File: src/include/acc_config.svh
`ifndef ACC_CONFIG_SVH
`define ACC_CONFIG_SVH

// Accumulator, data memory word and instruction word are all this wide
`define ACC_WORD_BITS 16

// Program and data memory have the same depth
`define ACC_MEM_WORDS 256

// Host port byte address
`define ACC_AXI_ADDR_BITS 12

`endif
File: src/acc_pkg.sv
`default_nettype none

`include "acc_config.svh"

package acc_pkg;

    typedef logic [`ACC_WORD_BITS-1:0] word_t; // Acc and data memory word
    typedef logic [$clog2(`ACC_MEM_WORDS)-1:0] mem_addr_t; // Word address into either memory

    typedef enum logic [3:0] {
        HALT  = 4'h0,
        LDI   = 4'h1, // Zero-extended immediate
        LOAD  = 4'h2,
        STORE = 4'h3,
        ADD   = 4'h4,
        SUB   = 4'h5,
        AND   = 4'h6,
        OR    = 4'h7,
        XOR   = 4'h8,
        SHL   = 4'h9, // Single-bit shifts and rotates
        SHR   = 4'hA,
        ROL   = 4'hB,
        ROR   = 4'hC,
        JUMP  = 4'hD,
        SKZ   = 4'hE, // Skip next if acc is zero
        SKN   = 4'hF  // Skip next if acc is negative
    } opcode_e;

    typedef struct packed {
        opcode_e     opcode;
        logic [11:0] operand; // Memory ops use the low address bits only
    } instr_t;

    typedef enum logic [2:0] {IDLE, FETCH, DECODE, MEMORY, EXECUTE} core_state_e;

endpackage

`default_nettype wire

File: src/host_regs.sv
`default_nettype none

`include "acc_config.svh"

// AXI4-Lite slave
// 0x000 CTRL  wr bit0 start, rd bit0 busy bit1 halted
// 0x004 ACC   read only
// 0x008 PC    read only
// 0x400-0x7FC program memory, write only while idle
// 0x800-0xBFC data memory, read only
module host_regs
    import acc_pkg::*;
(
    input  wire                          clock,
    input  wire                          reset,
    input  wire [`ACC_AXI_ADDR_BITS-1:0] s_axil_awaddr,
    input  wire                          s_axil_awvalid,
    output logic                         s_axil_awready,
    input  wire [31:0]                   s_axil_wdata,
    input  wire [3:0]                    s_axil_wstrb,
    input  wire                          s_axil_wvalid,
    output logic                         s_axil_wready,
    output logic [1:0]                   s_axil_bresp,
    output logic                         s_axil_bvalid,
    input  wire                          s_axil_bready,
    input  wire [`ACC_AXI_ADDR_BITS-1:0] s_axil_araddr,
    input  wire                          s_axil_arvalid,
    output logic                         s_axil_arready,
    output logic [31:0]                  s_axil_rdata,
    output logic [1:0]                   s_axil_rresp,
    output logic                         s_axil_rvalid,
    input  wire                          s_axil_rready,
    output logic                         start,
    input  wire                          busy,
    input  wire                          halted,
    input  wire word_t                   acc,
    input  wire mem_addr_t               pc,
    output logic                         prog_we,
    output mem_addr_t                    prog_waddr,
    output instr_t                       prog_wdata,
    output mem_addr_t                    prog_raddr,
    input  wire instr_t                  prog_rdata,
    output mem_addr_t                    data_raddr,
    input  wire word_t                   data_rdata
);

    localparam int                          AW       = `ACC_AXI_ADDR_BITS;
    localparam logic [AW-1:0]               CTRL_ADDR = 'h000;
    localparam logic [AW-1:0]               ACC_ADDR  = 'h004;
    localparam logic [AW-1:0]               PC_ADDR   = 'h008;
    localparam logic [1:0]                  RGN_PROG  = 2'b01; // Top two address bits
    localparam logic [1:0]                  RGN_DATA  = 2'b10;
    localparam logic [1:0]                  RESP_OKAY = 2'b00;
    localparam logic [1:0]                  RESP_SLV  = 2'b10;

    logic [AW-1:0] rd_addr;     // Held from acceptance until data returns
    logic          rd_mem_wait; // Memory read in flight
    logic          idle;
    logic          wr_fire;
    logic          rd_fire;
    logic          rd_is_mem;
    logic          prog_ok;
    logic          ctrl_ok;
    logic          reg_hit;
    logic [31:0]   reg_rdata;
    logic [31:0]   mem_rdata;

    assign idle    = !s_axil_awready && !s_axil_arready && !s_axil_bvalid
                     && !s_axil_rvalid && !rd_mem_wait; // One transaction at a time
    assign wr_fire = s_axil_awready && s_axil_awvalid && s_axil_wvalid;
    assign rd_fire = s_axil_arready && s_axil_arvalid;

    // Write decode, full 16-bit lane needed for an instruction
    assign prog_ok = (s_axil_awaddr[AW-1 -: 2] == RGN_PROG) && !busy && (&s_axil_wstrb[1:0]);
    assign ctrl_ok = (s_axil_awaddr == CTRL_ADDR)
                     && !(s_axil_wstrb[0] && s_axil_wdata[0] && busy);

    assign prog_we    = wr_fire && prog_ok;
    assign prog_waddr = s_axil_awaddr[2 +: $bits(mem_addr_t)];
    assign prog_wdata = instr_t'(s_axil_wdata[15:0]);
    assign start      = wr_fire && ctrl_ok && s_axil_wstrb[0] && s_axil_wdata[0];

    assign prog_raddr = rd_addr[2 +: $bits(mem_addr_t)]; // Both windows share the index
    assign data_raddr = rd_addr[2 +: $bits(mem_addr_t)];
    assign rd_is_mem  = (rd_addr[AW-1 -: 2] == RGN_PROG) || (rd_addr[AW-1 -: 2] == RGN_DATA);
    assign mem_rdata  = (rd_addr[AW-1 -: 2] == RGN_PROG) ? {16'b0, prog_rdata}
                                                         : {16'b0, data_rdata};

    always_comb begin
        reg_hit   = 1'b1;
        reg_rdata = '0;
        case (rd_addr)
            CTRL_ADDR: reg_rdata = {30'b0, halted, busy};
            ACC_ADDR:  reg_rdata = {16'b0, acc};
            PC_ADDR:   reg_rdata = {24'b0, pc};
            default:   reg_hit   = 1'b0; // Unmapped, zero data
        endcase
    end

    always_ff @(posedge clock or posedge reset) begin
        if (reset) begin
            s_axil_awready <= 1'b0;
            s_axil_wready  <= 1'b0;
            s_axil_arready <= 1'b0;
            s_axil_bvalid  <= 1'b0;
            s_axil_rvalid  <= 1'b0;
            rd_mem_wait    <= 1'b0;
        end else begin
            s_axil_awready <= 1'b0; // Ready lines are single pulses
            s_axil_wready  <= 1'b0;
            s_axil_arready <= 1'b0;
            if (idle && s_axil_arvalid) begin // Read first on a tie
                s_axil_arready <= 1'b1;
            end else if (idle && s_axil_awvalid && s_axil_wvalid) begin
                s_axil_awready <= 1'b1;
                s_axil_wready  <= 1'b1;
            end
            if (wr_fire) begin
                s_axil_bvalid <= 1'b1;
            end else if (s_axil_bready) begin
                s_axil_bvalid <= 1'b0;
            end
            rd_mem_wait <= rd_fire && rd_is_mem; // Extra cycle for RAM output
            if ((rd_fire && !rd_is_mem) || rd_mem_wait) begin
                s_axil_rvalid <= 1'b1;
            end else if (s_axil_rready) begin
                s_axil_rvalid <= 1'b0;
            end
        end
    end

    always_ff @(posedge clock) begin
        if (idle && s_axil_arvalid) begin
            rd_addr <= s_axil_araddr;
        end
        if (wr_fire) begin
            s_axil_bresp <= (prog_ok || ctrl_ok) ? RESP_OKAY : RESP_SLV;
        end
        if (rd_fire && !rd_is_mem) begin
            s_axil_rdata <= reg_rdata;
            s_axil_rresp <= reg_hit ? RESP_OKAY : RESP_SLV;
        end else if (rd_mem_wait) begin
            s_axil_rdata <= mem_rdata;
            s_axil_rresp <= RESP_OKAY;
        end
    end

    // Responses stay up and steady until the master takes them
    a_bvalid_hold: assert property (@(posedge clock) disable iff (reset)
        s_axil_bvalid && !s_axil_bready |=> s_axil_bvalid && $stable(s_axil_bresp))
        else $error("BVALID or BRESP changed before BREADY");

    a_rvalid_hold: assert property (@(posedge clock) disable iff (reset)
        s_axil_rvalid && !s_axil_rready
        |=> s_axil_rvalid && $stable(s_axil_rdata) && $stable(s_axil_rresp))
        else $error("RVALID or read data changed before RREADY");

endmodule

`default_nettype wire

File: config.mk
export PLATFORM = sky130hd
export DESIGN_NAME = host_regs
export DESIGN_NICKNAME = d
export VERILOG_FILES = /design/src/acc_pkg.sv /design/src/host_regs.sv
export VERILOG_INCLUDE_DIRS = /design/src /design/src/include
export SDC_FILE = /design/constraint.sdc
export NUM_CORES = 1
export LEC_CHECK = 0
export ABC_AREA = 1
export BUFFER_PORTS_ARGS = -buffer_cell sky130_fd_sc_hd__buf_2
export CORE_AREA = 2 2 79 81
export DETAILED_ROUTE_END_ITERATION = 7
export DIE_AREA = 0 0 81 83
export PLACE_DENSITY = 0.85
export SETUP_SLACK_MARGIN = 0.15
export SYNTH_ARGS = -nofsm -noshare
export SYNTH_HDL_FRONTEND = slang
export SYNTH_SLANG_ARGS = --single-unit
File: constraint.sdc
create_clock -name clock -period 3.3 [get_ports clock]
set_input_delay 0 -clock clock [delete_from_list [all_inputs] [get_ports clock]]
set_output_delay 0 -clock clock [all_outputs]
set_load 0.02 [all_outputs]
==> key figures, run 1 <==
Run
  • Max_cap viols: 0

Global route
  • Largest net degree at the start of global routing: 31
  • Total GRT Usage: 16.3%
  • Initial antenna violation count: 0
  • First-pass GRT wire length: 8.60 mm
  • Grt total ovfl: 0
  • Vias in the first global route: 2010

Power and ir drop
  • Max IR drop VDD: 0.307 mV
  • Switching power total: 0.585 mW
  • Clk pwr share: 19.9%
  • Seq pwr share: 43.0%
  • Power Density: 512 mW/mm²
  • Power share of the combinational group: 37.1%
  • P_int: 0.948 mW
  • Leakage Power: 1.48 nW
  • Switching Share: 38.2%

Final layout
  • Finished Core Util: 51.5%
  • Fillers: 567
  • Share of cells above drive strength 1: 41.1%
  • Register area: 0.00103 mm²
  • Fin nets: 513
  • # diodes: 0
  • Fin cells: 462
  • Area growth, synth to finish: 26.7%
  • Multi-input logic area: 774 µm²

Synthesis
  • Synth area leaders: edfxtp_1 38%, buf_4 19%, nand2_1 7.3%
  • Synth cell types: 26
  • Top FF cell, synth: edfxtp_1
  • Async SR Flop Fraction: 14.3%
  • Post-synth EDFFs: 30
  • Post-synth top area share: 38.1%
  • Largest area contributor in the netlist: edfxtp_1
  • Cell area after technology mapping: 0.00236 mm²
  • Synth warnings: 0
  • Post-synthesis register bit count: 35
  • Post-Synthesis Cells: 270
  • Sequential share of the synthesized area: 43.4%
  • Synth cell count leaders: 60 x buf_4, 46 x nand2_1, 31 x inv_1
  • Cell with the most instances after synthesis: buf_4
  • Avg Synthesized Cell Area: 8.75 µm²

Clock tree
  • CTS Buf Count: 5
  • Root Buffer Master: clkbuf_8
  • Worst-path clk slew: 70 ps
  • CTS tree: yes
  • Deepest clock path buffer count: 2
  • Setup Buffers After CTS: 0
  • Clk_lat worst skew: 280 ps
  • Hold buffer count at cts: 17
  • CTS resizes: 0
  • Clk sink count: 35
  • H-tree Lvls: 2

Critical path
  • Max FO, Critical Path: 20
  • R2r endpoint: s_axil_rdata[6]$_DFFE_PP_
  • CP Capture Type: flop
  • CP required: 3210 ps
  • RR Startpoint: rd_addr[10]$_DFFE_PP_
  • Critical-path cell list: inv_1 > ha_1 > inv_2 > nand3_2 > buf_4 > nand2_1
  • Critical path launch point type: flop
  • Worst Setup SP: rd_addr[10]$_DFFE_PP_
  • Setup crit end: s_axil_rdata[6]$_DFFE_PP_
  • Slowest-stage cell, CP: nand2_1
  • Arrival @ worst endpoint: 2020 ps
  • Slowest Stage Delay on Critical Path: 560 ps
  • Kind of critical path: flop to flop
  • R2r worst-path depth: 6
  • R2R setup slack: 1200 ps

Floorplan
  • Die ar.: 0.00672 mm²
  • Initial Util: 40.6%
  • DIE WIDTH: 81 µm
  • CORE AREA: 0.00582 mm²
  • Die H: 83 µm
  • Rows: 28
  • # IOs: 208

Status
  • Status: completed

Timing
  • Min cycle time layout: 2100 ps
  • Period utilisation layout: 63.8%
  • Final TNS setup: 0 ps
  • Max Clock Freq: 475 MHz
  • Setup Skew: 7.64 ps
  • Worst setup margin: 1200 ps
  • Slew @ Worst Pin: 1030 ps
  • RSZ-0062 raised after global routing: no
  • Pins over their slew limit: 0
  • Final setup fails: 0
  • Relative slew slack: 31.5%
  • Final Hold Vio Count: 0

Detailed routing
  • DR WL met2: 2.94 mm
  • Post-detailed-routing wire length: 5.61 mm
  • Remaining DRCs: 0
  • Routed Antenna Nets: 0
  • Uppermost layer routed: met4
  • Vias: 2085
  • DR WL/cell: 12.1 µm
  • Drt first pass iters: 4
  • Initial DRC count: 77
  • Vias/cell: 4.51
  • Met3 wire length: 484 µm
  • Wl on met1: 2.12 mm

Placed design
  • Placed cells: 437
  • Hpwl dp: 4.31 mm
  • Post-placement worst setup slack: 1180 ps
  • GPL Wtd Cong: 0.808
  • I/O Buffers: 141

Worst hold path
  • Worst hold path type: input port to primary output
-- worst min-delay path by stage --
stage                     start  slack (ps)  cells after the start                         to
2_1_floorplan             reset        -220                      1      rd_mem_wait$_DFF_PP0_
3_3_place_gp              reset         -90                      2  s_axil_bvalid$_DFFE_PP0P_
3_5_place_dp              reset         -80                      2  s_axil_bvalid$_DFFE_PP0P_
4_1_cts        s_axil_wdata[11]         0.1                      0             prog_wdata[11]
5_1_grt         s_axil_wdata[3]        0.04                      0              prog_wdata[3]
6_report       s_axil_wdata[15]       0.008                      0             prog_wdata[15]
-- routing by layer --
layer  track usage [%]  up-vias
met5                 0        -
li1                  -     1056
met4              4.62        0
met3              4.57       11
met1              17.0      909
met2              30.8      109
-- layout by cell type (no fill, tap or decap), types with 2 or more instances in the layout --
cell           synthesis  routed
nor4_1                 3       3
conb_1                 1      18
a21oi_1                2       2
buf_4                 60       2
o211ai_1              17      17
nand2_1               46      46
clkinvlp_4             0       2
edfxtp_1              30      30
ha_1                   2       2
buf_2                  3     141
nand4_1                9       9
nor2_4                 3       3
nor3_1                 2       2
nand3_1               24      24
clkbuf_8               0       5
nor2_1                11      11
dlygate4sd3_1          0      17
inv_1                 31      31
o21ai_0                9       9
dfrtp_1                5       5
-- critical path: cells and delay by family, from the launching register on --
kind,cells,cell delay (ps)
AND/OR/NAND/NOR,2,630
buffers and inverters,3,460
flip-flops,1,400
adder cells (fa/ha/maj),1,230
-- flip-flops by register name, indices dropped and copies added (netlist names) --
name	flops
s_axil_arready	1
s_axil_rvalid	1
s_axil_wready	1
s_axil_rresp	1
s_axil_bresp	1
s_axil_rdata	16
s_axil_bvalid	1
rd_addr	12
rd_mem_wait	1
-- final cells by class --
| class | instances | area share [%] |
|---|---|---|
| sequential | 35 | 34.3 |
| timing repair buffer | 160 | 29.8 |
| multi-input combinational | 152 | 25.9 |
| inverter | 32 | 4.01 |
| tap | 75 | 3.13 |
| clock buffer | 5 | 2.30 |
| clock inverter | 3 | 0.669 |
-- kinds of logic (layout without fill, tap and decap cells) --
logic type	after synthesis	count (layout)	synth area share (%)
buffers and inverters	100	200	26.5
DFF	35	35	43.4
adders and majority gates	2	2	1.06
other	1	18	0.159
and+or+nand+nor	104	104	21.1
AOI/OAI and AO/OA	28	28	7.73
-- power by group through the flow --
stage               Clock (mW)  Sequential, mW  Combinational, mW
floorplan                    0           0.718              0.415
CTS                      0.318           0.662              0.572
global route             0.339           0.673              0.628
global placement             0           0.665              0.546
detailed placement           0           0.671              0.555
finish                   0.305           0.659              0.568
-- stage by stage --
step	power (mW)	area, µm²	hold slack, ps
global placement	1.21	2740	-94.8
CTS	1.55	2990	0.137
global route	1.64	2990	0.0370
detailed placement	1.23	2740	-83.7
floorplan	1.13	2430	-221
finish	1.53	2990	0.00775
Note: power is estimated with default switching activity, not from simulation.
==> inputs of run 2 (changes only) <==
- CORE_AREA: 2 2 79 81 -> default
- CORE_ASPECT_RATIO: default -> 1.1
- CORE_UTILIZATION: default -> 38
- DIE_AREA: 0 0 81 83 -> default
- PLACE_DENSITY: 0.85 -> 0.81
- clock period: 3.3 -> 2.04 ns (I/O delays scaled with it)
==> run 2 against run 1 <==
Combinational power increased by 63%. Sequential power up 61%. Die area down 2.7%. Core utilization is 0.11 points higher. Critical path depth shrank 2. Non-clock buffer count rose by 2. Total power up 69%. Final area up 1.3%. Clock skew decreased by 3.8 ps. Sequential cell count unchanged. Routed wire length rose by 0.54%. Maximum frequency rose by 23%. Critical path type unchanged.
==> key figures, run 2 (synthesis gave the netlist of run 1 again) <==
Status
  • Status: completed

Clock tree
  • Root Buffer Master: clkbuf_8
  • CTS tree: yes
  • H-tree Lvls: 2 (unchanged)
  • Setup Buffers After CTS: 0 (unchanged)
  • Deepest clock path buffer count: 2 (unchanged)
  • Worst-path clk slew: 70 ps (about the same)
  • Clk_lat worst skew: 280 ps (about the same)
  • CTS Buf Count: 5 (unchanged)
  • Clk sink count: 35 (unchanged)

Global route
  • Total GRT Usage: 16.8% (+0.55 points)
  • First-pass GRT wire length: 8.56 mm (-0.56%)
  • Vias in the first global route: 1969 (-2.0%)
  • Grt total ovfl: 0 (unchanged)
  • Largest net degree at the start of global routing: 33 (+6.5%)
  • Initial antenna violation count: 0 (unchanged)

Final layout
  • Largest regs: s_axil_rdata: 16 flops, rd_addr: 12 flops
  • Fin nets: 515 (+0.39%)
  • Biggest register: s_axil_rdata
  • # diodes: 0 (unchanged)
  • Most common cell after layout, fill and taps aside: buf_2
  • Area growth, synth to finish: 28.3%
  • Max reg flops: 16 (unchanged)
  • Most frequent cells in the layout: 141 x buf_2, 45 x nand2_1, 31 x inv_1
  • Share of cells above drive strength 1: 41.4% (+0.30 points)

Placed design
  • GPL Wtd Cong: 0.813 (+0.64%)
  • I/O Buffers: 141 (unchanged)
  • Hpwl dp: 4.37 mm (+1.3%)

Critical path
  • Arrival @ worst endpoint: 1920 ps (-100 ps)
  • Worst Setup SP: s_axil_arready$_DFF_PP0_
  • CP Capture Type: flop
  • R2r endpoint: s_axil_wready$_DFF_PP0_
  • Critical path launch point type: flop
  • Setup crit end: s_axil_wready$_DFF_PP0_
  • CP required: 2250 ps (-960 ps)
  • R2R setup slack: 330 ps (-860 ps)
  • RR Startpoint: s_axil_arready$_DFF_PP0_
  • Kind of critical path: flop to flop
  • Max FO, Critical Path: 12 (-40%)
  • R2r worst-path depth: 4 (-2)

Floorplan
  • # IOs: 208 (unchanged)
  • CORE AREA: 0.00588 mm² (+1.1%)
  • Die H: 84.7 µm (+2.1%)
  • Initial Util: 40.2% (-0.43 points)
  • Die ar.: 0.00654 mm² (-2.7%)
  • Rows: 29 (+3.6%)
  • DIE WIDTH: 77.2 µm (-4.7%)

Power and ir drop
  • Power Density: 851 mW/mm² (+66%)
  • Max IR drop VDD: 0.467 mV (+52%)
  • Switching Share: 35.8% (-2.4 points)
  • Seq pwr share: 41.1% (-1.9 points)
  • Clk pwr share: 22.9% (+3.0 points)
  • Leakage Power: 1.51 nW (+1.7%)
  • Switching power total: 0.924 mW (+58%)
  • Power share of the combinational group: 35.9% (-1.2 points)
  • P_int: 1.66 mW (+75%)

Timing
  • Final hold slack: 0.00886 ps (+0.00111 ps)
  • Min cycle time layout: 1710 ps (-396 ps)
  • Period utilisation layout: 83.7% (+20 points)
  • Final TNS setup: 0 ps (unchanged)
  • Final Hold Vio Count: 0 (unchanged)
  • Final setup fails: 0 (unchanged)
  • Max Clock Freq: 585 MHz (+23%)
  • Pins over their slew limit: 0 (unchanged)
  • Setup Skew: 3.86 ps (-3.77 ps)
  • RSZ-0062 raised after global routing: no

Detailed routing
  • Remaining DRCs: 0 (unchanged)
  • Routed Antenna Nets: 0 (unchanged)
  • Post-detailed-routing wire length: 5.64 mm (+0.54%)
  • Vias: 2098 (+0.62%)
  • Vias/cell: 4.50 (-0.24%)
  • Initial DRC count: 101 (+31%)
  • Drt first pass iters: 4 (unchanged)
  • DR WL/cell: 12.1 µm (-0.33%)

Run
  • Max_cap viols: 0 (unchanged)

Worst hold path
  • Worst hold path type: input port to primary output
## run 2: cell types whose count changed in the layout (fill, tap and decap cells not counted), sizes merged
cell | previous run | this run
buf | 143 | 145
clkinvlp | 2 | 0
bufinv | 0 | 1
clkinv | 1 | 2
## run 2: power groups by stage
stage               clock network, mW  registers, mW  logic [mW]
CTS                             0.613           1.06       0.939
finish                          0.592           1.06       0.928
detailed placement                  0           1.08       0.910
global placement                    0           1.07       0.895
global route                    0.636           1.08        1.01
floorplan                           0           1.16       0.673
## run 2: critical path, stage by stage, from the launching register on
cell,delay (ps)
dfrtp_1,520
nor3_1,230
nand3_1,120
nor4_1,180
dlygate4sd3_1,590
## run 2: final cells by class
cell class                      instances  area (µm²)
Clock inverter                          3        38.8
Fill cell                             573        2850
Inverter                               32         120
Timing Repair Buffer                  162         906
Sequential cell                        35        1030
Tap cell                               77        96.3
Clock buffer                            5        68.8
Multi-Input combinational cell        152         777
## run 2: worst min-delay path by stage
stage	startpoint	endpoint	cells past startpoint
after floorplan	reset	rd_mem_wait$_DFF_PP0_	1
after global placement	reset	s_axil_arready$_DFF_PP0_	2
after detailed placement	reset	s_axil_bvalid$_DFFE_PP0P_	2
after CTS	s_axil_wdata[1]	prog_wdata[1]	0
after global routing	s_axil_wdata[2]	prog_wdata[2]	0
final	s_axil_wdata[14]	prog_wdata[14]	0
## run 2: what timing repair did
action | 4_1_cts | 5_1_grt
resized for setup | 0 | 0
hold buffers | 17 | 0
endpoints found under the hold margin | 20 | 0
## run 2: per-layer routing
metal	part of all wire, %	global-route usage [%]	up-vias
met4	1.1	5.66	0
met1	38	18.0	919
li1	-	-	1061
met3	8.6	4.46	8
met5	0	0	-
met2	52	31.6	110
## run 2: through the flow
stage | utilization, % | std cells | instance area (µm²) | setup slack [ps] | power, mW
floorplan | - | 287 | 2430 | 162 | 1.83
global placement | 46.9 | 441 | 2760 | 369 | 1.97
detailed placement | 46.9 | 441 | 2760 | 339 | 1.99
CTS | 51.6 | 466 | 3030 | 314 | 2.62
global route | 51.6 | 466 | 3030 | 161 | 2.73
finish | 51.6 | 466 | 3030 | 332 | 2.58
==> inputs of run 3 (changes only) <==
- ABC_AREA: 1 -> 0
- CORE_AREA: default -> 2 2 80 82
- CORE_ASPECT_RATIO: 1.1 -> default
- CORE_UTILIZATION: 38 -> default
- DIE_AREA: default -> 0 0 82 84
- PLACE_DENSITY: 0.81 -> 0.8
- clock period: 2.04 -> 1.7 ns (I/O delays scaled with it)
==> run 3 against run 2 <==
Total power up 24%. Synthesized cell count decreased by 28%. First-iteration DRC count down 42%. Worst hold slack barely moved. Synthesized area fell by 8.2%. Die area grew 5.3%. Combinational power is 41% higher. Non-clock buffer count rose by 7. Routed wire length up 4.6%. Core utilization down 0.34 points. Sequential share of layout area down 0.99 points. Sequential cell count is the same. Critical path type unchanged.
==> key figures, run 3 <==
Final layout
  • Most frequent cells in the layout: 141 x buf_2, 30 x edfxtp_1, 18 x conb_1
  • Fillers: 570 (-0.52%)
  • Largest regs: s_axil_rdata: 16 flops, rd_addr: 12 flops
  • Max reg flops: 16 (unchanged)
  • Share of cells above drive strength 1: 57.8% (+16 points)
  • Most common cell after layout, fill and taps aside: buf_2
  • Post-Layout Inst Area: 0.00312 mm² (+3.0%)
  • # diodes: 0 (unchanged)
  • Fin nets: 453 (-12%)
  • Area growth, synth to finish: 43.9%
  • Biggest register: s_axil_rdata
  • Finished Core Util: 51.3% (-0.34 points)

Timing
  • Final TNS setup: 0 ps (unchanged)
  • Final setup fails: 0 (unchanged)
  • Worst setup margin: 135 ps (-196 ps)
  • Final hold slack: 0.00776 ps (-0.00110 ps)
  • RSZ-0062 raised after global routing: yes
  • Max Clock Freq: 639 MHz (+9.2%)
  • Setup Skew: 7.52 ps (+3.66 ps)
  • Final Hold Vio Count: 0 (unchanged)
  • Min cycle time layout: 1560 ps (-144 ps)
  • Period utilisation layout: 92.0% (+8.3 points)
  • Pins over their slew limit: 0 (unchanged)

Detailed routing
  • Routed Antenna Nets: 0 (unchanged)
  • Vias/cell: 4.61 (+2.4%)
  • DR WL/cell: 14.6 µm (+21%)
  • Post-detailed-routing wire length: 5.90 mm (+4.6%)
  • Remaining DRCs: 0 (unchanged)
  • Drt first pass iters: 4 (unchanged)
  • Initial DRC count: 59 (-42%)
  • Vias: 1863 (-11%)

Synthesis
  • Synth cell count leaders: 60 x buf_4, 30 x edfxtp_1, 18 x mux2i_1
  • Async SR Flop Fraction: 14.3% (unchanged)
  • Post-synthesis register bit count: 35 (unchanged)
  • Synth area leaders: edfxtp_1 41%, buf_4 21%, mux2i_1 8.3%
  • Post-Synthesis Cells: 194 (-28%)
  • Cell area after technology mapping: 0.00217 mm² (-8.2%)
  • Post-synth top area share: 41.5% (+3.4 points)
  • Sequential share of the synthesized area: 47.3% (+3.9 points)
  • Cell with the most instances after synthesis: buf_4
  • Post-synth EDFFs: 30 (unchanged)
  • Avg Synthesized Cell Area: 11.2 µm² (+28%)
  • Top FF cell, synth: edfxtp_1
  • Synth warnings: 0 (unchanged)
  • Synth cell types: 35 (+35%)
  • Largest area contributor in the netlist: edfxtp_1

Floorplan
  • Initial Util: 35.6% (-4.6 points)
  • Die H: 84 µm (-0.84%)
  • # IOs: 208 (unchanged)
  • Die ar.: 0.00689 mm² (+5.3%)
  • CORE AREA: 0.00610 mm² (+3.7%)
  • Rows: 29 (unchanged)
  • DIE WIDTH: 82 µm (+6.2%)

Worst hold path
  • Worst Hold Depth: 0 (unchanged)
  • Worst hold path type: input port to primary output

Critical path
  • Max FO, Critical Path: 6 (-6)
  • RR Startpoint: rd_addr[11]$_DFFE_PP_
  • R2r endpoint: s_axil_rdata[2]$_DFFE_PP_
  • Worst Setup SP: rd_addr[11]$_DFFE_PP_
  • R2R setup slack: 140 ps (-200 ps)
  • Setup crit end: s_axil_rdata[2]$_DFFE_PP_
  • R2r worst-path depth: 6 (+2)
  • Kind of critical path: flop to flop
  • Critical path launch point type: flop
  • CP required: 1830 ps (-420 ps)
  • CP Capture Type: flop
  • Slowest-stage cell, CP: edfxtp_1
  • Arrival @ worst endpoint: 1700 ps (-220 ps)
  • Slowest Stage Delay on Critical Path: 380 ps (-210 ps)
  • Critical-path cell list: inv_2 > ha_4 > and3b_2 > nand4_1 > buf_6 > o22ai_1

Power and ir drop
  • Clk pwr share: 19.5% (-3.4 points)
  • Power Density: 1020 mW/mm² (+20%)
  • Max IR drop VDD: 0.599 mV (+28%)
  • Seq pwr share: 39.7% (-1.4 points)
  • Leakage Power: 1.50 nW (-0.63%)
  • Power share of the combinational group: 40.8% (+4.9 points)
  • Switching power total: 1.16 mW (+25%)
  • P_int: 2.04 mW (+23%)
  • Switching Share: 36.2% (+0.43 points)

Placed design
  • I/O Buffers: 141 (unchanged)
  • Placed inst area: 0.00263 mm² (-4.5%)
  • GPL Wtd Cong: 0.644 (-21%)
  • Hpwl dp: 4.32 mm (-1.1%)
  • Post-placement worst setup slack: 6.37 ps (-333 ps)

Global route
  • Vias in the first global route: 1779 (-9.6%)
  • Total GRT Usage: 16.5% (-0.36 points)
  • Grt total ovfl: 0 (unchanged)
  • Initial antenna violation count: 0 (unchanged)
  • Largest net degree at the start of global routing: 17 (-48%)
  • First-pass GRT wire length: 8.47 mm (-1.1%)

Clock tree
  • Clk sink count: 35 (unchanged)
  • Worst-path clk slew: 70 ps (about the same)
  • CTS Buf Count: 5 (unchanged)
  • Clk_lat worst skew: 280 ps (about the same)
  • Deepest clock path buffer count: 2 (unchanged)
  • Root Buffer Master: clkbuf_8
  • H-tree Lvls: 2 (unchanged)
  • CTS tree: yes

Status
  • Status: completed

Run
  • Max_cap viols: 0 (unchanged)
run 3: changes by cell type after synthesis, moves of 7 or more:
cell      change
o21ai_0       -9
nand3_1      -23
o211ai_1     -17
mux2i_1      +18
nand4_1       -7
nand2_1      -42
inv_1        -17
o22ai_1      +14
nor2_1       -10
run 3: worst max-delay path, delay by kind of cell, from the launching register on:
kind	cells	cell delay (ps)
DFF	1	380
adders and majority gates	1	210
and+or+nand+nor	2	410
buffers and inverters	2	260
AOI/OAI and AO/OA	1	160
run 3: repair_timing:
item,CTS,global route
setup endpoints to repair,34,34
hold buffers,17,0
resized for setup,15,17
buffers inserted,4,1
pin swaps,5,8
hold endpoints to repair,20,0
gates cloned,3,0
run 3: power by group through the flow:
stage                     Combinational (mW)  Sequential, mW  Clock (mW)
final                                   1.31            1.27       0.624
after global routing                    1.41            1.29       0.688
after CTS                               1.25            1.27       0.637
after detailed placement                1.12            1.28           0
after global placement                  1.10            1.28           0
after floorplan                        0.754            1.41           0
run 3: kinds of logic after synthesis:
| family | after synthesis | share of synthesized area (%) |
|---|---|---|
| AOI/OAI and AO/OA | 29 | 9.11 |
| adders and majority gates | 2 | 1.15 |
| buffers and inverters | 78 | 24.1 |
| DFF | 35 | 47.3 |
| muxes | 18 | 8.30 |
| other | 1 | 0.173 |
| and+or+nand+nor | 31 | 9.91 |
run 3: final cells by class:
type	instances	area, µm²	share of cell area (%)
sequential	35	1030	32.8
inverter	14	52.6	1.68
multi-input combinational	101	868	27.8
timing repair buffer	169	990	31.7
tap	77	96.3	3.08
clock buffer	7	86.3	2.76
clock inverter	1	5.00	0.160
run 3: stage by stage:
| step | std cells | power [mW] |
|---|---|---|
| 2_1_floorplan | 211 | 2.16 |
| 3_3_place_gp | 371 | 2.37 |
| 3_5_place_dp | 371 | 2.41 |
| 4_1_cts | 403 | 3.16 |
| 5_1_grt | 404 | 3.38 |
| 6_report | 404 | 3.20 |
run 3: worst min-delay path by stage:
stage,from,end,slack (ps)
6_report,s_axil_wdata[14],prog_wdata[14],0.008
5_1_grt,s_axil_wdata[11],prog_wdata[11],0.03
4_1_cts,s_axil_wdata[2],prog_wdata[2],0.1
3_5_place_dp,reset,s_axil_arready$_DFF_PP0_,-90
3_3_place_gp,reset,s_axil_arready$_DFF_PP0_,-100
2_1_floorplan,reset,rd_mem_wait$_DFF_PP0_,-220
run 3: layer usage:
metal  up-vias  part of all wire (%)  track usage [%]
li1        893                     -                -
met1       866                    38             17.4
met2        96                    54             31.0
met3         8                   7.5             4.65
met4         0                  0.90             4.24
met5         -                     0                0
